[config.mk]
export PLATFORM = sky130hd
export DESIGN_NAME = alu_top
export DESIGN_NICKNAME = d
export VERILOG_FILES = /design/src/logic/alu_pkg.sv /design/src/logic/operand_if.sv /design/src/logic/result_if.sv /design/src/logic/alu_top.sv /design/src/logic/arith_unit.sv /design/src/logic/div_unit.sv /design/src/logic/result_select.sv
export SDC_FILE = /design/constraint.sdc
export NUM_CORES = 1
export LEC_CHECK = 0
export ABC_AREA = 1
export BUFFER_PORTS_ARGS = -buffer_cell sky130_fd_sc_hd__buf_4
export CAP_MARGIN = 15
export CORE_UTILIZATION = 57
export CTS_CLUSTER_SIZE = 14
export DETAILED_ROUTE_END_ITERATION = 12
export PLACE_DENSITY = 0.74
export SYNTH_ARGS = -nofsm -noshare
export SYNTH_HDL_FRONTEND = slang
export SYNTH_SLANG_ARGS = --single-unit
export TNS_END_PERCENT = 5
[constraint.sdc]
create_clock -name clk -period 3.3 [get_ports clk]
set_input_delay 0 -clock clk [delete_from_list [all_inputs] [get_ports clk]]
set_output_delay 0 -clock clk [all_outputs]
set_load 0.01 [all_outputs]
[src/logic/alu_pkg.sv]
package alu_pkg;

  // Operand and result width
  localparam int DATA_WIDTH = 16;

  // Low bits of b that carry the shift amount
  localparam int SHAMT_WIDTH = 4;

  localparam int OP_WIDTH = 5;

  // Operation codes on op_sel, anything above OP_SUB reads as zero
  localparam logic [OP_WIDTH-1:0] OP_ADD = OP_WIDTH'(0);
  localparam logic [OP_WIDTH-1:0] OP_DEC = OP_WIDTH'(1);
  localparam logic [OP_WIDTH-1:0] OP_DIV = OP_WIDTH'(2);
  localparam logic [OP_WIDTH-1:0] OP_INC = OP_WIDTH'(3);
  localparam logic [OP_WIDTH-1:0] OP_MOD = OP_WIDTH'(4);
  localparam logic [OP_WIDTH-1:0] OP_MUL = OP_WIDTH'(5);
  localparam logic [OP_WIDTH-1:0] OP_MUX = OP_WIDTH'(6);
  localparam logic [OP_WIDTH-1:0] OP_REG = OP_WIDTH'(7);
  localparam logic [OP_WIDTH-1:0] OP_SHL = OP_WIDTH'(8);
  localparam logic [OP_WIDTH-1:0] OP_SHR = OP_WIDTH'(9);
  localparam logic [OP_WIDTH-1:0] OP_SUB = OP_WIDTH'(10);

  // Shift view of an operand word
  typedef struct packed {
    logic [DATA_WIDTH-SHAMT_WIDTH-1:0] unused;
    logic [SHAMT_WIDTH-1:0]            shamt;
  } shift_view_t;

  // One operand word, read either as data or as a shift amount
  typedef union packed {
    logic [DATA_WIDTH-1:0] data;
    shift_view_t           shift;
  } operand_u;

endpackage

[src/logic/operand_if.sv]
`timescale 1ns/1ps

interface operand_if import alu_pkg::*; ();

  operand_u              a;
  operand_u              b;
  logic [OP_WIDTH-1:0]   op_sel;
  logic                  mux_sel;

  // Plain data view of b for the selector
  logic [DATA_WIDTH-1:0] b_word;

  assign b_word = b.data;

  // Arithmetic and divide units
  modport unit (
    input a,
    input b
  );

  modport sel (
    input a,
    input op_sel,
    input mux_sel,
    input b_word
  );

endinterface

[src/logic/result_if.sv]
`timescale 1ns/1ps

interface result_if import alu_pkg::*; ();

  logic [DATA_WIDTH-1:0] add_sum;
  logic [DATA_WIDTH-1:0] sub_diff;
  logic [DATA_WIDTH-1:0] inc_d;
  logic [DATA_WIDTH-1:0] dec_d;
  logic [DATA_WIDTH-1:0] mul_prod;
  logic [DATA_WIDTH-1:0] shl_d;
  logic [DATA_WIDTH-1:0] shr_d;
  logic [DATA_WIDTH-1:0] quot;
  logic [DATA_WIDTH-1:0] rem;

  // Unsigned compare of a against b
  logic                  lt;
  logic                  gt;
  logic                  eq;

  modport arith (
    output add_sum,
    output sub_diff,
    output inc_d,
    output dec_d,
    output mul_prod,
    output shl_d,
    output shr_d,
    output lt,
    output gt,
    output eq
  );

  modport div (
    output quot,
    output rem
  );

  modport sel (
    input add_sum,
    input sub_diff,
    input inc_d,
    input dec_d,
    input mul_prod,
    input shl_d,
    input shr_d,
    input quot,
    input rem,
    input lt,
    input gt,
    input eq
  );

endinterface

[src/logic/alu_top.sv]
`timescale 1ns/1ps

module alu_top import alu_pkg::*; (
  input  logic                  clk,
  input  logic                  rst_n_i,
  input  logic [DATA_WIDTH-1:0] a_i,
  input  logic [DATA_WIDTH-1:0] b_i,
  input  logic [OP_WIDTH-1:0]   op_sel_i,
  input  logic                  mux_sel_i,
  output logic [DATA_WIDTH-1:0] out_o,
  output logic                  comp_lt_o,
  output logic                  comp_gt_o,
  output logic                  comp_eq_o
);

  operand_if ops ();
  result_if  res ();

  assign ops.a.data  = a_i;
  assign ops.b.data  = b_i;
  assign ops.op_sel  = op_sel_i;
  assign ops.mux_sel = mux_sel_i;

  arith_unit u_arith (
    .ops (ops),
    .res (res)
  );

  div_unit u_div (
    .ops (ops),
    .res (res)
  );

  // Single register stage for every op
  result_select u_select (
    .clk       (clk),
    .rst_n_i   (rst_n_i),
    .ops       (ops),
    .res       (res),
    .out_o     (out_o),
    .comp_lt_o (comp_lt_o),
    .comp_gt_o (comp_gt_o),
    .comp_eq_o (comp_eq_o)
  );

endmodule

[src/logic/arith_unit.sv]
`timescale 1ns/1ps

module arith_unit import alu_pkg::*; (
  operand_if.unit  ops,
  result_if.arith  res
);

  logic [DATA_WIDTH-1:0]  a_word;
  logic [DATA_WIDTH-1:0]  b_word;
  logic [SHAMT_WIDTH-1:0] shamt;

  // Extra top bit holds the borrow
  logic [DATA_WIDTH:0]    diff_ext;
  logic                   borrow;
  logic                   zero;

  assign a_word = ops.a.data;
  assign b_word = ops.b.data;
  assign shamt  = ops.b.shift.shamt;

  // Adders
  assign res.add_sum = a_word + b_word;
  assign res.inc_d   = a_word + DATA_WIDTH'(1);
  assign res.dec_d   = a_word - DATA_WIDTH'(1);

  // Subtract shared with the compare
  assign diff_ext     = {1'b0, a_word} - {1'b0, b_word};
  assign res.sub_diff = diff_ext[DATA_WIDTH-1:0];

  // Product truncated to the operand width
  assign res.mul_prod = a_word * b_word;

  // Logical shifts, zero fill
  assign res.shl_d = a_word << shamt;
  assign res.shr_d = a_word >> shamt;

  // a < b exactly when the subtract borrows
  assign borrow = diff_ext[DATA_WIDTH];
  assign zero   = (diff_ext[DATA_WIDTH-1:0] == '0);

  assign res.lt = borrow;
  assign res.eq = zero;
  assign res.gt = ~borrow & ~zero;

endmodule

[src/logic/div_unit.sv]
`timescale 1ns/1ps

module div_unit import alu_pkg::*; (
  operand_if.unit  ops,
  result_if.div    res
);

  logic [DATA_WIDTH-1:0] a_word;
  logic [DATA_WIDTH-1:0] b_word;
  logic [DATA_WIDTH-1:0] quot_bits;

  // Partial remainder entering each stage, last entry is the final remainder
  logic [DATA_WIDTH-1:0] part_rem [DATA_WIDTH+1];

  assign a_word      = ops.a.data;
  assign b_word      = ops.b.data;
  assign part_rem[0] = '0;

  // One stage per quotient bit, MSB first
  // With b of zero no trial ever goes negative, so the quotient is all ones
  // and the remainder walks up to a
  for (genvar i = 0; i < DATA_WIDTH; i++) begin : g_stage
    logic [DATA_WIDTH:0] shifted;
    logic [DATA_WIDTH:0] trial;
    logic                neg;

    assign shifted = {part_rem[i], a_word[DATA_WIDTH-1-i]};
    assign trial   = shifted - {1'b0, b_word};
    assign neg     = trial[DATA_WIDTH];

    assign quot_bits[DATA_WIDTH-1-i] = ~neg;

    // Restore the shifted value when the trial subtract went negative
    assign part_rem[i+1] = neg ? shifted[DATA_WIDTH-1:0] : trial[DATA_WIDTH-1:0];
  end

  assign res.quot = quot_bits;
  assign res.rem  = part_rem[DATA_WIDTH];

endmodule

[src/logic/result_select.sv]
`timescale 1ns/1ps

module result_select import alu_pkg::*; (
  input  logic                  clk,
  input  logic                  rst_n_i,
  operand_if.sel                ops,
  result_if.sel                 res,
  output logic [DATA_WIDTH-1:0] out_o,
  output logic                  comp_lt_o,
  output logic                  comp_gt_o,
  output logic                  comp_eq_o
);

  logic [DATA_WIDTH-1:0] sel_word;
  logic [DATA_WIDTH-1:0] mux_d;

  // a from the previous edge
  logic [DATA_WIDTH-1:0] reg_q;

  assign mux_d = ops.mux_sel ? ops.b_word : ops.a.data;

  always_comb begin
    case (ops.op_sel)
      OP_ADD:  sel_word = res.add_sum;
      OP_DEC:  sel_word = res.dec_d;
      OP_DIV:  sel_word = res.quot;
      OP_INC:  sel_word = res.inc_d;
      OP_MOD:  sel_word = res.rem;
      OP_MUL:  sel_word = res.mul_prod;
      OP_MUX:  sel_word = mux_d;
      OP_REG:  sel_word = reg_q;
      OP_SHL:  sel_word = res.shl_d;
      OP_SHR:  sel_word = res.shr_d;
      OP_SUB:  sel_word = res.sub_diff;
      default: sel_word = '0;
    endcase
  end

  // Hold stage, loads a on every edge whatever the op
  always_ff @(posedge clk or negedge rst_n_i) begin
    if (!rst_n_i) begin
      reg_q <= '0;
    end else begin
      reg_q <= ops.a.data;
    end
  end

  // Output stage
  always_ff @(posedge clk or negedge rst_n_i) begin
    if (!rst_n_i) begin
      out_o     <= '0;
      comp_lt_o <= 1'b0;
      comp_gt_o <= 1'b0;
      comp_eq_o <= 1'b0;
    end else begin
      out_o     <= sel_word;
      comp_lt_o <= res.lt;
      comp_gt_o <= res.gt;
      comp_eq_o <= res.eq;
    end
  end

endmodule

==> results.tsv, run 1 <==
metric	value	unit
status	stopped before the end	
failing_step	global routing (5_1_grt)	
tool.error	[ERROR GRT-0232] Routing congestion too high. Check the congestion heatmap in the GUI.	
synth-seq-cells	35	
grt_usage	91.8	%
hpwl	67.5	mm
die_w	198	µm
gp_congestion	1.07	
netlist.area_leader.share	19.8	%
worstEndpointType	register data pin	
synth.top_cells.by_count	699 x nand2_1, 596 x inv_1, 346 x ha_1	
synth_warnings	0	
placement_rows	71	
port-buffer-count	58	
yosys.area.top_type	ha_1	
grt_max_degree	47	
syn_inst	3399	
io_pins	59	
clockBufferDepth	2	
ys.flop_type	dfrtp_1	
start_util	57.9	%
die_h	198	µm
avgSynthCellArea	6.42	µm²
synth_area	0.0218	mm²
synth.area.top_cells	ha_1 20%, nand2_1 12%, inv_1 10%	
synth_cell_types	59	
async_reset_ff_share	100	%
cts_made_buffers	5	
grt-worst-endpoint	u_select.out_o[12]$_DFF_PN0_/D	
yosysSeqAreaShare	4.01	%
yosysMostFrequentCell	nand2_1	
grt-ovfl-total	1095	
htree_levels	2	
clockRootBuffer	clkbuf_16	
synth_edf_count	0	
cts_sinks	35	
-- repair_timing --
item,4_1_cts
hold endpoints to repair,35
gates resized for setup,151
setup endpoints to repair,19
hold buffers,1
setup buffers,121
cloned,11
pin swaps,93
-- per-stage QoR --
step                area (µm²)  cells  setup TNS (ns)  util, %  setup WS, ns
floorplan                22300   3405         -520.26        -        -32.55
global placement         30000   4847         -493.08     79.8        -30.77
detailed placement       30000   4847         -526.86     79.8        -32.85
CTS                      31800   4988         -480.31     84.4        -30.04
-- per-layer routing --
metal	GRT overflow	track usage [%]
met1	72	87.8
met3	59	79.6
met4	273	97.8
met5	6	60.8
met2	685	106
-- cell families after synthesis --
logic type	Yosys count	share of synthesized area, %
AO/OA/AOI/OAI	815	21.2
XOR/XNOR	248	9.95
adder cells (fa/ha/maj)	443	28.7
buffers and inverters	693	12.5
flip-flops	35	4.01
multiplexers	1	0.0459
other	1	0.0172
AND/OR/NAND/NOR	1163	23.5
==> run 2, diff against run 1 <==
--- a/config.mk
+++ b/config.mk
@@ -8,10 +8,9 @@
 export ABC_AREA = 1
 export BUFFER_PORTS_ARGS = -buffer_cell sky130_fd_sc_hd__buf_4
 export CAP_MARGIN = 15
-export CORE_UTILIZATION = 57
-export CTS_CLUSTER_SIZE = 14
+export CORE_UTILIZATION = 40
 export DETAILED_ROUTE_END_ITERATION = 12
-export PLACE_DENSITY = 0.74
+export PLACE_DENSITY_LB_ADDON = 0.15
 export SYNTH_ARGS = -nofsm -noshare
 export SYNTH_HDL_FRONTEND = slang
 export SYNTH_SLANG_ARGS = --single-unit
==> results.tsv, run 2 <==
metric	value	unit	change
status	finished, violations left		
violations	negative setup slack		
drive_above_1_share	32.8	%	
drt-total-wl	79.2	mm	
hold_viol_final	0		
antenna_found_initial	0		
cts_tree	done		
wl_per_cell	15.2	µm	
insertion_delay	0.29	ns	
nets	4999		
synth_area	0.0218	mm²	unchanged
avgSynthCellArea	6.42	µm²	unchanged
clockRootBuffer	clkbuf_16		
post-route-min-period	33.53	ns	
async_reset_ff_share	100	%	unchanged
htree_levels	2		unchanged
io_pins	59		unchanged
first_pass_iters	5		
ant_nets	0		
viasPerCell	4.97		
netlist.area_leader.share	19.8	%	unchanged
gp_congestion	1.00		-6.1%
core	0.0538	mm²	
first_global_vias	25009		
die_w	236	µm	+19%
synth-seq-cells	35		unchanged
setup-violations-final	18		
worst_slack	-30.23	ns	
synth.top_cells.by_count	699 x nand2_1, 596 x inv_1, 346 x ha_1		
hold_path.class	in2reg		
area_delta_synth_final	48.9	%	
clock.fmax	29.8	MHz	
preCtsSetupSlack	-32.10	ns	+0.751 ns
path_clk_slew	0.06	ns	
final_cell_mix	1,170 x buf_4, 685 x nand2_1, 583 x inv_1		
fillers	5117		
cts_sinks	35		unchanged
cap_violations	0		
drc_errors	0		
drv_slew	0		
placement_rows	85		+20%
yosysMostFrequentCell	nand2_1		
cp_max_fo	16		
skew	0.00975	ns	
synth_warnings	0		unchanged
finalSetupTns	-483.09	ns	
cp_slowest_stage_delay	0.37	ns	
clockBufferDepth	2		unchanged
critical_path_class	in2reg		
reg_top3	u_select.out_o (16), u_select.reg_q (16)		
arrival	33.70	ns	
yosys.area.top_type	ha_1		
die_h	236	µm	+19%
vias	25928		
yosysSeqAreaShare	4.01	%	unchanged
grt_max_degree	53		
synth_cell_types	59		unchanged
cp-end-kind	flop		
whs	0.0239	ns	
syn_inst	3399		unchanged
synth.area.top_cells	ha_1 20%, nand2_1 12%, inv_1 10%		
rsz0062_at_grt	true		
layout_commonest_cell	buf_4		
fin_crit_sh	1020	%	
start_kind	primary input		
start_util	40.6	%	-17 points
dieArea	0.0555	mm²	
port-buffer-count	58		unchanged
relSlewSlack	26.4	%	
required	3.47	ns	
hpwl	62.8	mm	-6.9%
first_iter_violations	1515		
cts_made_buffers	5		unchanged
grt_usage	28.3	%	
worst_pin_slew	1.10	ns	
utilization	60.4	%	
ys.flop_type	dfrtp_1		
grt-ovfl-total	0		
critical-path-slowest-cell	fa_2		
grt_pass1_wl	128	mm	
synth_edf_count	0		unchanged
[run 2: cell counts after synthesis]
No cell type changed its count.
[run 2: cell type report]
class                   count  area (µm²)  area share (%)
clock buffers               7         133           0.408
well taps                 696         871            2.68
multi-input cells        2685       19300            59.4
inverters                 605        2280            7.03
clock inverters             1        5.00          0.0154
diodes                      1        2.50         0.00770
repair buffers           1184        9010            27.7
flip-flops and latches     35         876            2.70
[run 2: critical path: cells and delay by family]
kind | cells | cell delay, ns
AO/OA/AOI/OAI | 110 | 14.48
XOR/XNOR | 2 | 0.27
adder cells (fa/ha/maj) | 17 | 4.91
buffers and inverters | 61 | 6.47
AND/OR/NAND/NOR | 80 | 7.50
[run 2: cells by family after synthesis]
kind of cell             after synthesis  synth area share [%]
AND/OR/NAND/NOR                     1163                  23.5
AO/OA/AOI/OAI                        815                  21.2
buffers and inverters                693                  12.5
adder cells (fa/ha/maj)              443                  28.7
XOR/XNOR                             248                  9.95
flip-flops                            35                  4.01
other                                  1                0.0172
multiplexers                           1                0.0459
[run 2: repair_timing]
item | CTS | global route
setup buffers | 87 | 18
pin swaps | 89 | 71
gates resized for setup | 152 | 64
cloned | 8 | 0
setup endpoints to repair | 19 | 19
endpoints found under the hold margin | 35 | 0
hold buffers | 1 | 0
[run 2: path summary, 6_finish.rpt]
kind | slack, ns | from | endpoint | cells after the start
setup / recovery | -30.23 | a_i[15] | u_select.out_o[0]$_DFF_PN0_ | 270
hold / removal | 0.02 | a_i[15] | u_select.reg_q[15]$_DFF_PN0_ | 2
setup reg to reg | 1.33 | u_select.reg_q[8]$_DFF_PN0_ | u_select.out_o[8]$_DFF_PN0_ | 9
hold reg to reg | 0.77 | u_select.reg_q[0]$_DFF_PN0_ | u_select.out_o[0]$_DFF_PN0_ | 6
max in group asynchronous | 2.70 | rst_n_i | u_select.reg_q[12]$_DFF_PN0_ | 2
min in group asynchronous | 0.23 | rst_n_i | u_select.out_o[10]$_DFF_PN0_ | 2
[run 2: metrics by stage]
stage	instance area [µm²]	cells
final	32500	5214
after global routing	32500	5213
after CTS	32100	5195
after detailed placement	30700	5091
after global placement	30700	5091
after floorplan	22300	3405
[run 2: routing by layer]
| layer | up-vias | part of all wire [%] | GRT usage, % |
|---|---|---|---|
| met2 | 573 | 47 | 49.6 |
| met4 | 0 | 1.8 | 4.61 |
| li1 | 13382 | - | - |
| met1 | 11884 | 46 | 37.9 |
| met3 | 89 | 5.1 | 2.70 |
| met5 | - | 0 | 0 |
Power of run 2 is not shown: default switching activity piles up to over one toggle a cycle in this logic, so the estimate is an artifact.
==> run 3, diff against run 2 <==
--- a/config.mk
+++ b/config.mk
@@ -8,6 +8,7 @@
 export ABC_AREA = 1
 export BUFFER_PORTS_ARGS = -buffer_cell sky130_fd_sc_hd__buf_4
 export CAP_MARGIN = 15
+export CORE_ASPECT_RATIO = 0.6
 export CORE_UTILIZATION = 40
 export DETAILED_ROUTE_END_ITERATION = 12
 export PLACE_DENSITY_LB_ADDON = 0.15
==> results.tsv, run 3 (synthesis gave the netlist of run 2 again) <==
metric	value	unit	change
status	finished, violations left		
violations	negative setup slack		
fin_crit_sh	1050	%	+33 points
arrival	34.80	ns	+1.10 ns
whs	0.0278	ns	+0.00392 ns
antenna_found_initial	1		+1
skew	0.00966	ns	-0.0000907 ns
hpwl	66.3	mm	+5.5%
cts_sinks	35		unchanged
clockBufferDepth	2		unchanged
first_iter_violations	1901		+25%
io_pins	59		unchanged
htree_levels	2		unchanged
post-route-min-period	34.63	ns	+1.10 ns
hold_path.class	in2reg		
worst_slack	-31.33	ns	-1.10 ns
placed_cells	5043		-0.94%
insertion_delay	0.30	ns	about the same
drive_above_1_share	38.2	%	+5.4 points
cp_slowest_stage_delay	0.41	ns	+0.04 ns
final_cells	5310		+1.8%
start_util	41.0	%	+0.48 points
grt_max_degree	45		-15%
path_clk_slew	0.06	ns	about the same
rsz0062_at_grt	true		
critical-path-slowest-cell	a21oi_1		
cp-end-kind	flop		
layout_commonest_cell	buf_4		
first_pass_iters	5		unchanged
setup-violations-final	16		-2
core	0.0532	mm²	-1.2%
clockRootBuffer	clkbuf_16		
drc_errors	0		unchanged
reg_top3	u_select.out_o (16), u_select.reg_q (16)		
vias	26875		+3.7%
placement_rows	65		-24%
first_global_vias	24876		-0.53%
critical_path_class	in2reg		
dieArea	0.0555	mm²	about the same
fillers	4747		-7.2%
nets	5089		+1.8%
wl_per_cell	16.7	µm	+10%
drv_slew	0		unchanged
start_kind	primary input		
gp_congestion	1.01		+1.0%
hold_viol_final	0		unchanged
area_delta_synth_final	57.9	%	
antenna_cells	0		-1
port-buffer-count	58		unchanged
cap_violations	0		unchanged
viasPerCell	5.06		+1.8%
grt_pass1_wl	133	mm	+4.3%
drt-total-wl	88.7	mm	+12%
ant_nets	0		unchanged
relSlewSlack	48.7	%	+22 points
cts_made_buffers	5		unchanged
worst_pin_slew	0.750	ns	-0.350 ns
cp_common_cell	a21oi_2		
grt_usage	30.2	%	+1.9 points
grt-ovfl-total	0		unchanged
die_w	304	µm	+29%
clock.fmax	28.9	MHz	-3.2%
die_h	183	µm	-22%
final_cell_mix	1,238 x buf_4, 638 x nand2_1, 564 x inv_1		
cts_tree	done		
required	3.48	ns	about the same
cp_max_fo	8		-8
run 3: critical path, delay by kind of cell:
| family | cells | cell delay, ns |
|---|---|---|
| simple gates | 78 | 7.87 |
| fa+ha+maj | 16 | 4.93 |
| compound gates | 129 | 18.25 |
| buf+inv | 39 | 3.59 |
run 3: metal layers:
layer	track usage, %	share of wire, %
met1	44.0	48
met2	45.4	42
met3	7.46	8.5
met4	4.22	1.7
met5	0	0
run 3: cell type report:
cell class | instances | area [µm²] | share of cell area [%]
clock buffers | 5 | 125 | 0.363
clock inverters | 3 | 15.0 | 0.0436
inverters | 605 | 2290 | 6.65
multi-input cells | 2689 | 20400 | 59.3
flip-flops and latches | 35 | 876 | 2.54
well taps | 703 | 880 | 2.55
repair buffers | 1270 | 9840 | 28.6
run 3: stage by stage:
stage / setup TNS, ns / setup WS [ns] / instance area (µm²) / util, %
after floorplan: -520.26 / -32.55 / 22300 / -
after global placement: -503.01 / -31.39 / 30300 / 57.0
after detailed placement: -517.61 / -32.33 / 30300 / 57.0
after CTS: -478.60 / -29.94 / 32100 / 60.3
after global routing: -539.46 / -33.71 / 34500 / 64.8
final: -500.71 / -31.33 / 34500 / 64.8
run 3: path summary, 6_finish.rpt:
check,to,start,cells past startpoint,slack [ns]
min in group asynchronous,u_select.out_o[15]$_DFF_PN0_,rst_n_i,2,0.22
hold / removal,u_select.reg_q[14]$_DFF_PN0_,a_i[14],2,0.03
setup / recovery,u_select.out_o[9]$_DFF_PN0_,a_i[15],262,-31.33
hold reg to reg,u_select.out_o[3]$_DFF_PN0_,u_select.reg_q[3]$_DFF_PN0_,6,0.76
setup reg to reg,u_select.out_o[15]$_DFF_PN0_,u_select.reg_q[15]$_DFF_PN0_,7,1.38
max in group asynchronous,u_select.reg_q[15]$_DFF_PN0_,rst_n_i,2,2.70
run 3: timing repair:
action / in CTS / in global routing
gates resized for setup: 116 / 355
setup endpoints to repair: 18 / 19
gates cloned: 6 / 12
hold endpoints to repair: 35 / 1
buffers inserted: 152 / 87
pin swaps: 86 / 289
hold buffers: 1 / 1
Power of run 3 is left out for the same reason.
